## config.mk

```make
export PLATFORM = sky130hd
export DESIGN_NAME = whiten_sample_counter
export DESIGN_NICKNAME = d
export VERILOG_FILES = /design/src/ica_pkg.sv /design/src/whiten_sample_counter.sv
export SDC_FILE = /design/constraint.sdc
export NUM_CORES = 1
export LEC_CHECK = 0
export ABC_AREA = 0
export BUFFER_PORTS_ARGS = -buffer_cell sky130_fd_sc_hd__buf_2
export CORE_MARGIN = 2
export CORE_UTILIZATION = 39
export CTS_CLUSTER_SIZE = 24
export DETAILED_ROUTE_END_ITERATION = 8
export PLACE_DENSITY_LB_ADDON = 0.15
export SYNTH_ARGS = -nofsm -noshare
export SYNTH_HDL_FRONTEND = slang
export SYNTH_SLANG_ARGS = --single-unit
```

## constraint.sdc

```tcl
create_clock -name clk -period 4.1 [get_ports clk]
set_clock_uncertainty 0.1 [all_clocks]
set_input_delay 1.025 -clock clk [delete_from_list [all_inputs] [get_ports clk]]
set_output_delay 1.025 -clock clk [all_outputs]
set_load 0.02 [all_outputs]
```

## src/ica_pkg.sv

```systemverilog
`default_nettype none

package ica_pkg;

    // ************************************************************************
    // datapath widths.
    // ************************************************************************

    localparam int data_w = 26;          // sample, coefficient and result width.
    localparam int frac_w = 13;          // q13 fraction bits.
    localparam int prod_w = 2 * data_w;  // one full product.
    localparam int acc_w  = prod_w + 2;  // four products summed, no overflow.

    // saturation limits of the signed result.
    localparam logic signed [data_w-1:0] z_max = {1'b0, {(data_w-1){1'b1}}};
    localparam logic signed [data_w-1:0] z_min = {1'b1, {(data_w-1){1'b0}}};

    // ************************************************************************
    // matrix and block geometry.
    // ************************************************************************

    localparam int num_ch = 4;           // channels per sample.
    localparam int idx_w  = 4;           // coefficient index, row * 4 + column.
    localparam int len_w  = 16;          // block length in samples.

    // depth of the multiplier pipeline.
    localparam int drain_cycles = 2;

    // ************************************************************************
    // block fsm encoding.
    // ************************************************************************

    localparam int state_w = 2;

    localparam logic [state_w-1:0] st_idle  = 2'd0;  // waiting for start.
    localparam logic [state_w-1:0] st_run   = 2'd1;  // accepting samples.
    localparam logic [state_w-1:0] st_drain = 2'd2;  // last results in flight.

endpackage

`default_nettype wire
```

## src/whiten_sample_counter.sv

```systemverilog
`timescale 1ns/10ps
`default_nettype none

module whiten_sample_counter (
    input  logic                        clk,
    input  logic                        reset,
    input  logic                        load,
    input  logic [ica_pkg::len_w-1:0]   block_len,
    input  logic                        sample_en,
    output logic                        last_sample,
    output logic                        drain_done
);
    import ica_pkg::*;

    localparam int drain_w = $clog2(drain_cycles + 1);

    logic [len_w-1:0]   len_reg;
    logic [len_w-1:0]   count;
    logic [len_w-1:0]   count_next;
    logic [drain_w-1:0] drain_timer;  // cycles until the last result leaves.

    assign count_next  = count + 1'b1;
    assign last_sample = sample_en && (count_next == len_reg);

    always_ff @(posedge clk) begin
        if (reset) begin
            len_reg <= '0;
            count   <= '0;
        end else if (load) begin
            len_reg <= block_len;
            count   <= '0;
        end else if (sample_en) begin
            count <= count_next;
        end
    end

    // the timer tracks the pipeline depth after the final sample.
    always_ff @(posedge clk) begin
        if (reset) begin
            drain_timer <= '0;
        end else if (last_sample) begin
            drain_timer <= drain_w'(drain_cycles);
        end else if (drain_timer != '0) begin
            drain_timer <= drain_timer - 1'b1;
        end
    end

    assign drain_done = (drain_timer == drain_w'(1));  // lines up with the last z_valid.

endmodule

`default_nettype wire

```

==> Yosys cells after proc, flatten, opt, wreduce, memory -nomap -nowiden <==
Cells that the tools add are included.
{ "classes": {"n_mux": 2, "reduce_logical": 5, "n_eq_ne": 2, "addsub": 2} }
{ "ops": {"columns": ["operator", "count"], "rows": [
  ["16-bit by 1-bit adder with 16-bit output, second input constant", 1],
  ["16-bit equality test", 1],
  ["2-bit two-way mux", 2],
  ["2-bit nonzero test", 2],
  ["2-bit OR reduction", 2],
  ["2-bit by 1-bit equality test with 1-bit output, second input constant", 1],
  ["2-bit by 1-bit subtractor with 2-bit output, second input constant", 1],
  ["1-bit logical AND", 1]
]} }
{ "totals": {"out_inout_bits": 2, "register_bits": 34, "wordCells": 15} }

==> Depth between registers and ports, before layout <==
{ "depth": {"depth_word": 4, "mapped_depth": 7, "ltp_nobuf": 7} }

==> Worst setup path after synthesis <==
Ideal clock, no wire load.
{ "synth_path": {"path_kind": "register -> output", "start": "reg count[0]", "end": "out last_sample", "path_buffers": 0, "stages_incl_launch_ff": 7, "path_slack_ns": 0.999, "t_arrival_ns": 1.976, "cell_sequence": "dfxtp_1 -> ha_1 -> nand3_4 -> o31a_1 -> nor4_1 -> and3b_1 -> and4bb_1"} }
{ "synth_via": {"elab_chain_len": 3} }
{ "synth_rtl": {"columns": ["element", "line", "text"], "rows": [
  ["start, declared", "whiten_sample_counter.sv:18", "logic [len_w-1:0] count;"],
  ["start signal, assigned", "whiten_sample_counter.sv:33", "count <= count_next;"],
  ["16-bit by 1-bit adder with 16-bit output", "whiten_sample_counter.sv:22", "assign count_next = count + 1'b1;"],
  ["16-bit equality test", "whiten_sample_counter.sv:23", "assign last_sample = sample_en && (count_next == len_reg);"],
  ["1-bit logical AND", "whiten_sample_counter.sv:23", null],
  ["end, declared", "whiten_sample_counter.sv:10", "output logic last_sample,"]
]} }
No other way between the ends.

==> Worst setup path after layout <==
Ends and elaborated chain as after synthesis.

==> metrics.yaml <==
status:
  status: "complete, no violations"
routing:
  vias_per_cell: 5.03
  drc_errors: 0
  via_count: 1604
  dr.pass1.iters: 5
  drtIter0Drc: 82
  wirelength_um: 4360
  wl_per_cell_um: 13.7
  antenna_left: 0
finish:
  fillers: 565
  drive_above_1_share: 0.161
  antennaDiodeCount: 0
  stdcell_area_um2: 2260
  layout.nets: 270
  fin_cells: 319
  syn2layout_area_growth_pct: 7.39
  regArea_um2: 681
  multi_input_area_um2: 1290
setup_path:
  worstReg2RegEnd: "drain_timer[1]"
  critPathMaxFanout: 7
  reg2reg_from: "count[0]"
  cp-start-kind: "flop"
  required_ns: 2.97
  crit_arrival_ns: 2.52
  reg2reg_depth: 7
  crit_type: "flop to output pin"
  reg2reg_slack_ns: 1.65
  critPathCaptureType: "output pin"
global_route:
  grt_max_degree: 21
  grt_pass1_wl_um: 7720
  overflow: 0
  antenna_found_initial: 0
  gr-usage-all-layers: 0.160
  grt_pass1_vias: 1574
sta:
  tightest_slew_ns: 0.545
  rsz0062_at_grt: "false"
  drv_slew: 0
  slew_headroom: 0.636
  fin_crit_ns: 3.64
  finalSetupViolCount: 0
  period_share: 0.888
  fmax_mhz: 275
  hold_viol: 0
  setup_tns_ns: 0
worst_hold_path:
  hold_start: "drain_timer[1]"
  holdPathEnd: "drain_timer[0]"
  min_path_type: "flop to flop"
  hold_path_depth: 2
yosys:
  yosysTopAreaCell: "dfxtp_1"
  synth_top_flop_cell: "dfxtp_1"
  yosys_warnings: 0
  synth_most_common_cell: "nor2_1"
  yosysSeqAreaShare: 0.324
  yosys-top-cells-count: "nor2_1, dfxtp_1, mux2i_1"
  avgSynthCellArea_um2: 8.86
  synth-edff-count: 0
  synthesis.nets: 258
  netlist_area_um2: 2100
  synthArstFlopShare: 0
  ys_top_cells_by_area: "dfxtp_1, mux2i_1, nor2_1"
  ys_ff_latch: 34
  synth_top_area_frac: 0.324
  synth_cell_types: 53
  syn_inst: 237
power:
  p_leak_nw: 0.863
  powerDensity_nw_per_um2: 288
  ir_drop_mv: 0.169
  total_power_mw: 0.649
floorplanning:
  row_count: 26
  die_h_um: 77.4
  die_x_um: 77.4
  num_io_pins: 22
  die_area_um2: 5990
  core-area_um2: 5140
  start_util: 0.409
cts:
  cts_root_buf: "clkbuf_8"
  cts_hold_buf: 0
  cts.sinks: 34
  cts_buffer_depth: 2
  path_clk_slew_ns: 0.06
  cts_resized: 0
  insertion_delay_ns: 0.27
  post_cts_buffers: 0
  htree_levels: 2
  cts_buffers: 5
  cts_tree: "done"
job:
  drv_cap: 0
placement:
  place_congestion: 0.890
  io_buffers: 21
  dpl-instance-area_um2: 2180
  dp_hpwl_um: 3100
  placedCellCount: 312
## cell families (layout without fill, tap and decap cells)
group | count (synthesis) | count (layout) | share of synthesized area
AO/OA/AOI/OAI | 19 | 19 | 0.0780
XOR/XNOR | 28 | 28 | 0.117
adder cells (fa/ha/maj) | 1 | 1 | 0.00595
buffers and inverters | 19 | 31 | 0.0613
flip-flops | 34 | 34 | 0.324
multiplexers | 21 | 21 | 0.103
AND/OR/NAND/NOR | 115 | 115 | 0.311
## routing by layer
| metal | track usage | wire, um |
|---|---|---|
| met5 | 0 | 0 |
| met4 | 0.0464 | 29 |
| met3 | 0.0384 | 102 |
| met2 | 0.233 | 1800 |
| met1 | 0.235 | 2430 |
## layout by cell type, fill, tap and decap left out, types with 2 or more instances in the layout
cell	Yosys	layout
a211o_1	2	2
nor3b_1	2	2
nand4_1	10	10
nand4b_1	2	2
xor2_1	16	16
nand3_4	2	2
nor4_1	7	7
a21oi_1	2	2
buf_2	0	21
nor3_1	4	4
or3_1	2	2
mux2i_1	19	19
and3b_1	2	2
o21ai_1	2	2
nand3b_1	2	2
xnor2_1	12	12
nor2b_1	3	3
nand3_1	8	8
clkbuf_1	6	2
clkbuf_8	0	5
o21ai_0	3	3
dfxtp_1	34	34
nor2_1	43	43
inv_1	2	2
nand2_1	15	15
## layout make-up
| cell class | count | share of cell area |
|---|---|---|
| multi-input cells | 184 | 0.572 |
| flip-flops and latches | 34 | 0.302 |
| repair buffers | 22 | 0.0499 |
| well taps | 70 | 0.0388 |
| clock buffers | 7 | 0.0338 |
| inverters | 2 | 0.00333 |
## per-stage QoR
step	hold slack, ns	setup WS, ns	util
2_1_floorplan	0.329	0.999	-
3_3_place_gp	0.347	0.777	0.424
3_5_place_dp	0.344	0.724	0.424
4_1_cts	0.354	0.426	0.439
5_1_grt	0.386	0.278	0.439
6_report	0.354	0.458	0.439
## how the worst max path moves through the flow
stage / from / end
2_1_floorplan: count[0] / last_sample
3_3_place_gp: sample_en / last_sample
3_5_place_dp: sample_en / last_sample
4_1_cts: count[0] / last_sample
5_1_grt: count[0] / last_sample
6_report: count[0] / last_sample
## power breakdown
| part | leakage (nW) | switching, mW | internal (mW) |
|---|---|---|---|
| logic | 0.547 | 0.0377 | 0.0355 |
| clock network | 0.0383 | 0.109 | 0.117 |
| registers | 0.277 | 0.00988 | 0.341 |
## critical path: stages, from the launching register on
cell and delay (ns):
dfxtp_1 0.49, ha_1 0.33, xnor2_1 0.19, xnor2_1 0.14
a2111oi_4 0.38, nand3b_1 0.12, a211oi_1 0.19, and4bb_1 0.24
buf_2 0.17
Note: power is estimated with default switching activity, not from simulation.
