--- src/ica_pkg.sv ---
`default_nettype none

package ica_pkg;

    // ************************************************************************
    // datapath widths.
    // ************************************************************************

    localparam int data_w = 26;          // sample, coefficient and result width.
    localparam int frac_w = 13;          // q13 fraction bits.
    localparam int prod_w = 2 * data_w;  // one full product.
    localparam int acc_w  = prod_w + 2;  // four products summed, no overflow.

    // saturation limits of the signed result.
    localparam logic signed [data_w-1:0] z_max = {1'b0, {(data_w-1){1'b1}}};
    localparam logic signed [data_w-1:0] z_min = {1'b1, {(data_w-1){1'b0}}};

    // ************************************************************************
    // matrix and block geometry.
    // ************************************************************************

    localparam int num_ch = 4;           // channels per sample.
    localparam int idx_w  = 4;           // coefficient index, row * 4 + column.
    localparam int len_w  = 16;          // block length in samples.

    // depth of the multiplier pipeline.
    localparam int drain_cycles = 2;

    // ************************************************************************
    // block fsm encoding.
    // ************************************************************************

    localparam int state_w = 2;

    localparam logic [state_w-1:0] st_idle  = 2'd0;  // waiting for start.
    localparam logic [state_w-1:0] st_run   = 2'd1;  // accepting samples.
    localparam logic [state_w-1:0] st_drain = 2'd2;  // last results in flight.

endpackage

`default_nettype wire
--- src/whiten_ctrl_fsm.sv ---
`timescale 1ns/10ps
`default_nettype none

module whiten_ctrl_fsm (
    input  logic                        clk,
    input  logic                        reset,
    input  logic                        start,
    input  logic [ica_pkg::len_w-1:0]   block_len,
    input  logic                        x_valid,
    input  logic                        last_sample,
    input  logic                        drain_done,
    output logic                        coef_commit,
    output logic                        counter_load,
    output logic                        sample_en,
    output logic                        busy,
    output logic                        done
);
    import ica_pkg::*;

    logic [state_w-1:0] state;
    logic [state_w-1:0] state_next;
    logic               accept;  // start taken this cycle.

    // a zero length block is never opened.
    assign accept = (state == st_idle) && start && (block_len != '0);

    always_comb begin
        state_next = state;
        case (state)
            st_idle: begin
                if (accept) begin
                    state_next = st_run;
                end
            end
            st_run: begin
                if (last_sample) begin
                    state_next = st_drain;
                end
            end
            st_drain: begin
                if (drain_done) begin
                    state_next = st_idle;
                end
            end
            default: begin
                state_next = st_idle;
            end
        endcase
    end

    always_ff @(posedge clk) begin
        if (reset) begin
            state <= st_idle;
        end else begin
            state <= state_next;
        end
    end

    // ************************************************************************
    // outputs.
    // ************************************************************************

    assign coef_commit  = accept;                          // matrix fixed for the block.
    assign counter_load = accept;
    assign sample_en    = x_valid && (state == st_run);   // drop samples outside a block.
    assign busy         = (state != st_idle);
    assign done         = (state == st_drain) && drain_done;

endmodule

`default_nettype wire

--- config.mk ---
export PLATFORM = sky130hd
export DESIGN_NAME = whiten_ctrl_fsm
export DESIGN_NICKNAME = d
export VERILOG_FILES = /design/src/ica_pkg.sv /design/src/whiten_ctrl_fsm.sv
export SDC_FILE = /design/constraint.sdc
export NUM_CORES = 1
export LEC_CHECK = 0
export BUFFER_PORTS_ARGS = -buffer_cell sky130_fd_sc_hd__buf_2
export CAP_MARGIN = 20
export CORE_AREA = 2 2 39 41
export CTS_CLUSTER_DIAMETER = 50
export DETAILED_ROUTE_END_ITERATION = 7
export DIE_AREA = 0 0 41 43
export GPL_TIMING_DRIVEN = 0
export HOLD_SLACK_MARGIN = 0.06
export PLACE_DENSITY_LB_ADDON = 0.15
export SYNTH_ARGS = -nofsm -noshare
export SYNTH_HDL_FRONTEND = slang
export SYNTH_SLANG_ARGS = --single-unit
--- constraint.sdc ---
create_clock -name clk -period 5.1 [get_ports clk]
set_input_delay 1.53 -clock clk [delete_from_list [all_inputs] [get_ports clk]]
set_output_delay 1.53 -clock clk [all_outputs]
set_load 0.02 [all_outputs]
Word level (Yosys, flattened, before mapping)
Cells that the tools add are included.
- flip-flop bits (word level): 2
- bits in latches: 0
- bits in writable memories: 0
- bits in read-only memories: 0
- bits of input ports: 22
- output and inout port bits: 5
- logic and storage cells: 18
- memories: 0
- $add $sub $neg: 0
- $mul: 0
- div/mod/pow operators: 0
- magnitude comparators: 0
- equality and inequality tests: 5
- shifts and indexed selects: 0
- muxes and demuxes: 4
- bitwise operators: 0
- reduce and logical (&&, ||, !) cells: 8
- operator list (operator ; count):
    $reduce_bool A16 Y1 ; 1
    $mux W2 ; 3
    $ne A2 B2 Y1 const B ; 3
    $pmux W2 S3 ; 1
    $logic_and A1 B1 Y1 ; 4
    $reduce_and A3 Y1 ; 1
    $eq A2 B1 Y1 const B ; 1
    $eq A2 B2 Y1 const B ; 1
    $logic_not A2 Y1 ; 1
    $reduce_bool A2 Y1 ; 1

Longest topological paths before layout
- word-level depth: 5
- depth in mapped cells: 4
- mapped depth without buffers: 3

Least setup slack after synthesis
OpenSTA, ideal clock, no wires.
- kind: input -> output
- from: input port block_len[2] in the netlist's numbering
- to: output port counter_load
- data arrival time: 2359 ps
- required time: 3570 ps
- setup slack: 1211 ps
- stages on the path: 4
- buffers on the path: 1
- cell sequence: nor4_1 nand4_1 and3_1 buf_4
- word-level cells in the longest chain between the ends: 2
- ends and longest elaborated chain (element ; line ; RTL):
    from (decl) ; whiten_ctrl_fsm.sv:8 ; input logic [ica_pkg::len_w-1:0] block_len,
    $reduce_bool A16 Y1 ; whiten_ctrl_fsm.sv:25 ; assign accept = (state == st_idle) && start && (block_len != '0);
    $logic_and A1 B1 Y1 ; whiten_ctrl_fsm.sv:25 ;
    to (decl) ; whiten_ctrl_fsm.sv:13 ; output logic counter_load,
No other way between the ends.

Worst setup path after layout
- from: input port block_len[10] in the netlist's numbering
- to: output port counter_load
Same word-level chain as after synthesis.

==> results by group <==
Timing
  • Max Slew Vio Count: 0
  • Setup TNS: 0 ns
  • Fin crit period: between 4 and 5 ns
  • Tightest Pin Transition: approximately 0.25 ns
  • Slew HR: a little over four fifths
  • Final Hold Fails: 0
  • RSZ-0062 raised after global routing: no
  • Fmax: between 200 and 250 MHz
  • Clock skew: 0.000984 ns
  • Setup-failing EPs final: 0
  • Post-route setup slack: 1.02 ns
  • Final Cycle Share: approximately four fifths

Global route
  • Tot GR Track Use: 7.21%
  • Largest net degree at the start of global routing: 8
  • Initial antenna violation count: 0
  • Vias in the first global route: 219
  • First-pass GRT wire length: approximately 780 um
  • Overflow after GRT: 0

CTS
  • Cts hold-fix bufs: 0
  • Deepest clock path buffer count: 2
  • Htree depth: 1
  • Clock buffer count from CTS: 3
  • Total clock sinks: 2
  • Clock latency on the worst-skew pair: 0.22 ns
  • CTS tree: done
  • CTS root buffer: clkbuf_4
  • Post CTS Setup Buffer Count: 0
  • Worst-path clk slew: roughly 0.030 ns
  • Resized cells post-CTS: 0

Status
  • Status: completed

Worst setup path
  • Cell mode on critical path: buf_2
  • Worst path cell trace: buf_2 -> nor4_1 -> nand4_1 -> and3_1 -> buf_4 -> buf_2
  • Critical Path RT: approximately 3.6 ns
  • CP max stage cell: nor4_1
  • WS Path Type: input port to primary output
  • Slowest Stage Delay on Critical Path: 0.28 ns
  • Maximum fanout along the worst path: 2
  • Startpoint types: input port
  • R2r startpoint: state[1]
  • Critical path startpoint: block_len[10]
  • Top Family by Delay on Critical Path: simple AND/OR/NAND/NOR gates
  • Worst path arrival time: approximately 2.6 ns
  • Buffer and inverter count on the worst path: 3
  • CP endpoint kind: primary output

Power and ir drop
  • Peak supply drop: approximately 0.000066 V
  • PwrDens: between 200 and 250 nW/um^2
  • Leak: around 0.18 nW

Routing
  • Routed len/inst: ~8 um
  • Iteration count of the initial detailed-routing pass: 2
  • 1st-iter DRT viols: 4
  • Vias/cell: 3.91
  • Post-route DRC violation count: 0
  • Vias: 254
  • ANT nets after route: 0
  • Final WL: between 500 and 600 um

Finish
  • Area growth, synth to finish: 112%
  • Largest Register: state
  • Most common cell after layout, fill and taps aside: buf_2
  • Most frequent cells in the layout: buf_2, nor4_1, clkbuf_4, nor2_1, dfxtp_1
  • Layout Nets: 73
  • Share of layout cells above drive strength 1: 63.3%
  • Max FFs per register: 2
  • N_diodes: 0
  • Largest regs: state: 2 flops
  • Filler cells: 165

Synth
  • Syn_area_per_cell: a little under 8 um^2
  • Seq/Total Area, Yosys: 26.0%
  • Cell Area, Synth: ~150 um^2
  • Yosys warns: 0
  • Syn Inst Count: 20
  • Flops & latches, synth: 2
  • Syn Nets: 42
  • Distinct cells, synth: 15

Floorplan
  • Initial Util: approximately 11%
  • Die Y: roughly 43 um
  • Core footprint: about 1400 um^2
  • Die area: between 1500 and 2000 um^2
  • Rows: 14
  • Chip width: approximately 41 um
  • I/O pin total: 27

Placement
  • Pre-CTS setup slack: 0.987 ns
  • PortBufs: 26
  • Routability Congestion: roughly 0.67

Flow run
  • Max Cap Viol: 0

Worst hold path
  • Worst hold path type: register to register
  • Hold Path Origin: state[0]
[tightest hold or removal path: cells and delay by family (launching register included)]
family	cells	cell delay [ns]
DFF	1	0.34
AOI/OAI and AO/OA	1	0.06
and+or+nand+nor	1	0.10
[layout make-up]
class	count	area [um^2]	share of cell area, %
plain buffers	1	7.51	2.30
clock buffers	3	22.5	6.90
inverters	1	3.75	1.15
multi-input cells	16	103	31.4
flip-flops and latches	2	40.0	12.3
well taps	16	20.0	6.13
repair buffers	26	130	39.8
[worst paths after layout]
path,to,depth (start not counted),slack (ns)
worst max register to register,state[1],2,4.14
worst min register to register,state[1],2,0.55
worst max-delay path,counter_load,6,1.02
worst min-delay path,state[1],2,0.55
[through the flow]
stage          instance area, um^2  total power [mW]  utilization [%]  instances  hold WS (ns)
2_1_floorplan                  154            0.0285                -         20         0.508
3_3_place_gp                   304            0.0403             22.0         62         0.564
3_5_place_dp                   304            0.0402             22.0         62         0.549
4_1_cts                        327            0.0764             23.6         65         0.558
5_1_grt                        327            0.0806             23.6         65         0.572
6_report                       327            0.0741             23.6         65         0.548
[synth_stat cells, drive strengths merged]
| cell | instances | area, um^2 |
|---|---|---|
| a21oi | 1 | 5.00 |
| a31o | 1 | 8.76 |
| and3 | 1 | 6.26 |
| and3b | 1 | 10.0 |
| buf | 1 | 7.51 |
| dfxtp | 2 | 40.0 |
| inv | 1 | 3.75 |
| nand2 | 1 | 3.75 |
| nand3b | 1 | 7.51 |
| nand4 | 1 | 6.26 |
| nor2 | 2 | 7.51 |
| nor3 | 1 | 5.00 |
| nor4 | 4 | 25.0 |
| nor4b | 1 | 8.76 |
| or3b | 1 | 8.76 |
[layer usage]
metal / track usage (%) / share of wire [%] / up-vias
li1: - / - / 137
met1: 5.10 / 34 / 110
met2: 10.9 / 58 / 7
met3: 4.71 / 8.2 / 0
met4: 8.00 / 0 / 0
met5: 0 / 0 / -
[kinds of logic after synthesis]
kind of cell | share of synthesized area [%]
and+or+nand+nor | 57.7
DFF | 26.0
AOI/OAI and AO/OA | 8.94
buffers and inverters | 7.32
[report_power, final]
part | total [mW] | switching [mW] | leakage [nW] | internal (mW)
clock network | 0.0344 | 0.00853 | 0.0138 | 0.0259
logic | 0.0211 | 0.00946 | 0.146 | 0.0116
registers | 0.0186 | 0.00162 | 0.0165 | 0.0169
Power figures use the tool's default switching activity.
