===== src/ica_pkg.sv =====
`default_nettype none

package ica_pkg;

    // ************************************************************************
    // datapath widths.
    // ************************************************************************

    localparam int data_w = 26;          // sample, coefficient and result width.
    localparam int frac_w = 13;          // q13 fraction bits.
    localparam int prod_w = 2 * data_w;  // one full product.
    localparam int acc_w  = prod_w + 2;  // four products summed, no overflow.

    // saturation limits of the signed result.
    localparam logic signed [data_w-1:0] z_max = {1'b0, {(data_w-1){1'b1}}};
    localparam logic signed [data_w-1:0] z_min = {1'b1, {(data_w-1){1'b0}}};

    // ************************************************************************
    // matrix and block geometry.
    // ************************************************************************

    localparam int num_ch = 4;           // channels per sample.
    localparam int idx_w  = 4;           // coefficient index, row * 4 + column.
    localparam int len_w  = 16;          // block length in samples.

    // depth of the multiplier pipeline.
    localparam int drain_cycles = 2;

    // ************************************************************************
    // block fsm encoding.
    // ************************************************************************

    localparam int state_w = 2;

    localparam logic [state_w-1:0] st_idle  = 2'd0;  // waiting for start.
    localparam logic [state_w-1:0] st_run   = 2'd1;  // accepting samples.
    localparam logic [state_w-1:0] st_drain = 2'd2;  // last results in flight.

endpackage

`default_nettype wire

===== src/whiten_coef_bank.sv =====
`timescale 1ns/10ps
`default_nettype none

module whiten_coef_bank (
    input  logic                               clk,
    input  logic                               reset,
    input  logic                               coef_wr,
    input  logic                               coef_commit,
    input  logic        [ica_pkg::idx_w-1:0]   coef_idx,
    input  logic signed [ica_pkg::data_w-1:0]  coef_data,
    output logic signed [ica_pkg::data_w-1:0]  v00, v01, v02, v03,
    output logic signed [ica_pkg::data_w-1:0]  v10, v11, v12, v13,
    output logic signed [ica_pkg::data_w-1:0]  v20, v21, v22, v23,
    output logic signed [ica_pkg::data_w-1:0]  v30, v31, v32, v33
);
    import ica_pkg::*;

    logic signed [data_w-1:0] shadow [num_ch*num_ch];  // host side copy.
    logic signed [data_w-1:0] active [num_ch*num_ch];  // copy seen by the multiplier.

    // host writes land in the shadow bank only.
    always_ff @(posedge clk) begin
        if (reset) begin
            for (int i = 0; i < num_ch * num_ch; i++) begin
                shadow[i] <= '0;
            end
        end else if (coef_wr) begin
            shadow[coef_idx] <= coef_data;
        end
    end

    // commit copies the whole matrix in one edge.
    always_ff @(posedge clk) begin
        if (reset) begin
            for (int i = 0; i < num_ch * num_ch; i++) begin
                active[i] <= '0;
            end
        end else if (coef_commit) begin
            for (int i = 0; i < num_ch * num_ch; i++) begin
                active[i] <= shadow[i];
            end
        end
    end

    // row major unpacking of the active bank.
    assign v00 = active[0];
    assign v01 = active[1];
    assign v02 = active[2];
    assign v03 = active[3];
    assign v10 = active[4];
    assign v11 = active[5];
    assign v12 = active[6];
    assign v13 = active[7];
    assign v20 = active[8];
    assign v21 = active[9];
    assign v22 = active[10];
    assign v23 = active[11];
    assign v30 = active[12];
    assign v31 = active[13];
    assign v32 = active[14];
    assign v33 = active[15];

endmodule

`default_nettype wire


===== config.mk =====
export PLATFORM = sky130hd
export DESIGN_NAME = whiten_coef_bank
export DESIGN_NICKNAME = d
export VERILOG_FILES = /design/src/ica_pkg.sv /design/src/whiten_coef_bank.sv
export SDC_FILE = /design/constraint.sdc
export NUM_CORES = 1
export LEC_CHECK = 0
export BUFFER_PORTS_ARGS = -buffer_cell sky130_fd_sc_hd__clkbuf_2
export CORE_MARGIN = 10
export CORE_UTILIZATION = 51
export CTS_CLUSTER_SIZE = 30
export DETAILED_ROUTE_END_ITERATION = 6
export PLACE_DENSITY_LB_ADDON = 0.12
export SETUP_SLACK_MARGIN = 0.15
export SLEW_MARGIN = 40
export SYNTH_ARGS = -nofsm -noshare
export SYNTH_HDL_FRONTEND = slang
export SYNTH_SLANG_ARGS = --single-unit

===== constraint.sdc =====
create_clock -name clk -period 5.85 [get_ports clk]
set_input_delay 0 -clock clk [delete_from_list [all_inputs] [get_ports clk]]
set_output_delay 0 -clock clk [all_outputs]
set_load 0.02 [all_outputs]

======== Yosys cells after proc, flatten, opt, wreduce, memory -nomap -nowiden ========
Memories as Yosys holds them, arrays and structs flattened.
Cells that the tools add are included.
storage, ports and cells
  register bits after elaboration ......... 0
  memory bits (writable) .................. 832
  memories ................................ 2
memories
  memory  words  width  read ports  clocked after Yosys merged registers in  wr ports  line                    RTL
  active  16     26     16          0                                        16        whiten_coef_bank.sv:19  logic signed [data_w-1:0] active [num_ch*num_ch];
  shadow  16     26     16          0                                        16        whiten_coef_bank.sv:18  logic signed [data_w-1:0] shadow [num_ch*num_ch];
operators by class
  mux-type cells .......................... 27
  bitwise operators ....................... 16
  reduce and logical (&&, ||, !) cells .... 1
operators by type and width
  cell              count
  $mux 26           17
  $reduce_or 26->1  1
  $or 1x1->1        16
  $mux 1            9
  $mux 4            1

======== Logic depth before layout (Yosys ltp) ========
  word-level depth ........................ 5
  gate-level depth with buffers ........... 5
  mapped depth without buffers ............ 2

======== Worst setup path before layout ========
No wires, ideal clock.
  path type ............................... input to register
  from .................................... in reset
  to ...................................... mem active[0][0] (enable)
  data arrival time ....................... 5.517 ns
  required time ........................... 5.241 ns
  slack ................................... -0.275 ns
  cell stages on the path ................. 3
  path buffers ............................ 2
  path through ............................ clkbuf_1 clkbuf_1 or2_2
RTL lines
  item             line                    RTL
  start, declared  whiten_coef_bank.sv:6   input logic reset,
  end, declared    whiten_coef_bank.sv:19

==> results by group <==
Timing
  • Setup TNS: 0 ns
  • Rel. slew slack: between 40 and 50%
  • Hold Slack: 0.0721 ns
  • Final Max Tran Viols: 0
  • Post-route minimum period: 2.56 ns
  • Final hold viol count: 0
  • Final Setup Violations: 0
  • Clock skew: 0.0222 ns
  • Final worst slack: ~3.3 ns
  • Fin crit share: 43.8%
  • Tightest Pin Transition: 0.792 ns
  • Unrepaired setup endpoints after global routing: no
  • Fmax: 390 MHz

Logic synthesis
  • Synth cell count leaders: edfxtp_1, nor3_1, and2_1, nor2b_1, clkbuf_1
  • XOR/XNOR Fraction of Synth Area: 0%
  • Synth Net Count: between 1.5k and 2k
  • Syn Inst Count: between 1.5k and 2k
  • Count leader, synth: edfxtp_1
  • Unique cell type count in the Yosys netlist: 18
  • Leading area contributor after synthesis: edfxtp_1
  • Simple-Gate Fraction of Synth Area: 15.8%
  • Synth Area in Adders: 0%
  • Yosys reg bits: 832
  • Cell Area, Synth: 0.0307 sq mm
  • Synth Area in Compound Gates: 0.403%
  • Cells taking the most area after synthesis: edfxtp_1, nor3_1, and2_1, nor2b_1, clkbuf_1
  • Synth Area per Inst: ~16 sq um
  • Post-synthesis mux area share: 0%
  • Largest family of logic cells by synthesized area: simple AND/OR/NAND/NOR gates
  • Ys async rst share: 0%
  • EDFF count, synth: between 800 and 900
  • Synth warn: 0
  • Main synth FF type: edfxtp_1
  • Synth top area share: 81.3%
  • Seq/Total Area, Yosys: 81.3%

Place
  • Setup WS pre-CTS: 3.26 ns
  • Dpl cells: 2,985
  • RePlAce Congestion: 0.775
  • Port bufs: 449
  • Detailed placement HPWL: slightly below 50 mm

Status
  • Status: complete, no violations

Route
  • Final ANT Viol Nets: 0
  • DRT Wirelength: 83.1 mm
  • Drt first pass iters: 5
  • Avg WL per Cell: 26.5 um
  • Initial DRC Count: 1,771
  • Via Count: 17.4k
  • DRC: 0
  • Via/cell ratio: 5.53

Clocking
  • H-tree levels: 3
  • CTS root buf: clkbuf_16
  • Clk sinks: 832
  • CTS tree: yes
  • Worst skew pair latency: 0.62 ns
  • CTS Buf Count: 83
  • CTS resizes: 0
  • Clock Path Buffers: 3
  • Reg clk slew, reported paths: 0.06 ns

Setup path
  • FF-to-FF End: active[0][206]$_SDFFCE_PN0P_
  • Data arrival time of the worst path: 2.91 ns
  • FF-to-FF path depth: 1
  • Worst R2R Start: shadow[7][24]$_SDFFCE_PN0P_
  • Crit path launch: reset
  • Worst-path fanout max: 95
  • Worst setup EP type: flop
  • Crit Path Category: primary input to flop
  • Critical Path Source Type: primary input
  • Required @ worst endpoint: 6.20 ns
  • R2R setup slack: about 5 ns

Layout
  • Post-Layout Cell Count: 3,139
  • Antenna cells: 0
  • Layout overhead on the synthesized area: 19.2%
  • Fill count: 4,433
  • Final #Nets: 2,334
  • Layout cell share with drive strength beyond 1: 28.1%

Global routing
  • Total track usage: 23.0%
  • Grt total ovfl: 0
  • Largest net degree at the start of global routing: 137
  • Initial antenna violation count: 0
  • First-pass GRT wire length: 118 mm
  • Number of global-route vias before repair: approximately 17k

Worst hold path
  • Hold path start: coef_data[24]
  • Tightest Hold Check Type: primary input to flop
  • Worst-case hold path end point: shadow[5][24]$_SDFFCE_PN0P_
  • Hold path cells: 3

Floorplanning
  • Initial core utilization: 51.8%
  • Ports: 450
  • Std-Cell Rows: 89
  • Core ar.: 0.0594 sq mm
  • Die Width: approximately 270 um
  • Die Ht: 266 um
  • Die area: between 0.07 and 0.08 sq mm

Power
  • Leak: 13.6 nW
  • Total power: 13.4 mW
  • PD cells: between 300 and 400 mW/mm^2
  • Max rail drop VDD: 0.272 mV

Run
  • MaxCap Viol Count: 0
how the worst max path moves through the flow:
stage / to / depth (start not counted) / slack [ns]
after floorplan: active[0][0]$_SDFFCE_PN0P_ / 3 / 1.84
after global placement: shadow[12][11]$_SDFFCE_PN0P_ / 5 / 3.14
after detailed placement: shadow[6][14]$_SDFFCE_PN0P_ / 5 / 3.26
after CTS: shadow[6][15]$_SDFFCE_PN0P_ / 6 / 3.33
after global routing: shadow[6][12]$_SDFFCE_PN0P_ / 6 / 3.16
final: shadow[12][0]$_SDFFCE_PN0P_ / 6 / 3.29
logic make-up after synthesis:
logic type | count (synthesis)
AO/OA/AOI/OAI | 16
flip-flops | 832
buffers and inverters | 195
AND/OR/NAND/NOR | 842
metrics by stage:
stage | utilization, % | area [sq um]
finish | 61.7 | 36600
CTS | 61.6 | 36600
floorplan | - | 30800
global route | 61.7 | 36600
global placement | 57.0 | 33800
detailed placement | 57.2 | 33900
cell type report:
cell class / instances / area [sq um] / area share [%]
repair buffers: 499 / 2810 / 7.67
flip-flops and latches: 832 / 25000 / 68.2
clock buffers: 106 / 2250 / 6.14
inverters: 26 / 97.6 / 0.266
clock inverters: 45 / 374 / 1.02
well taps: 773 / 967 / 2.64
multi-input cells: 858 / 5160 / 14.1
layout by cell type (no fill, tap or decap), drive strengths merged:
cell	synthesis	routed
nand4b	1	1
clkinv	0	36
o21bai	16	16
edfxtp	832	832
and2	260	260
or2	2	2
nand2	1	1
bufinv	0	6
clkbuf	139	555
buf	30	49
clkinvlp	0	2
nand2b	2	2
nor3	416	416
nand4bb	2	2
inv	26	27
or4b	1	1
nor2b	157	157
dlygate4sd3	0	1
critical path, cell delays in order:
cell	delay, ns
dlygate4sd3_1	0.54
buf_6	0.56
nand4b_1	0.54
buf_6	0.62
o21bai_2	0.23
buf_4	0.28
power breakdown:
part           total (mW)  switching (mW)  internal [mW]  leakage, nW
combinational        1.06           0.795          0.263         3.78
clock                5.17            2.19           2.98         1.29
sequential           7.13           0.154           6.98         8.51
total                13.4            3.14           10.2         13.6
state kept, by name (all words and copies together) (netlist names):
| register | flops |
|---|---|
| active | 416 |
| shadow | 416 |
metal layers:
metal / global-route usage, % / vias to the layer above / part of all wire [%]
li1: - / 7694 / -
met1: 30.4 / 8717 / 39
met2: 36.5 / 835 / 48
met3: 6.03 / 124 / 9.8
met4: 8.62 / 0 / 3.2
met5: 0 / - / 0
timing repair:
| item | in CTS | in global routing |
|---|---|---|
| endpoints found under the hold margin | 31 | 0 |
| setup buffers | 0 | 0 |
| hold buffers | 1 | 0 |
Note: power is estimated with default switching activity, not from simulation.
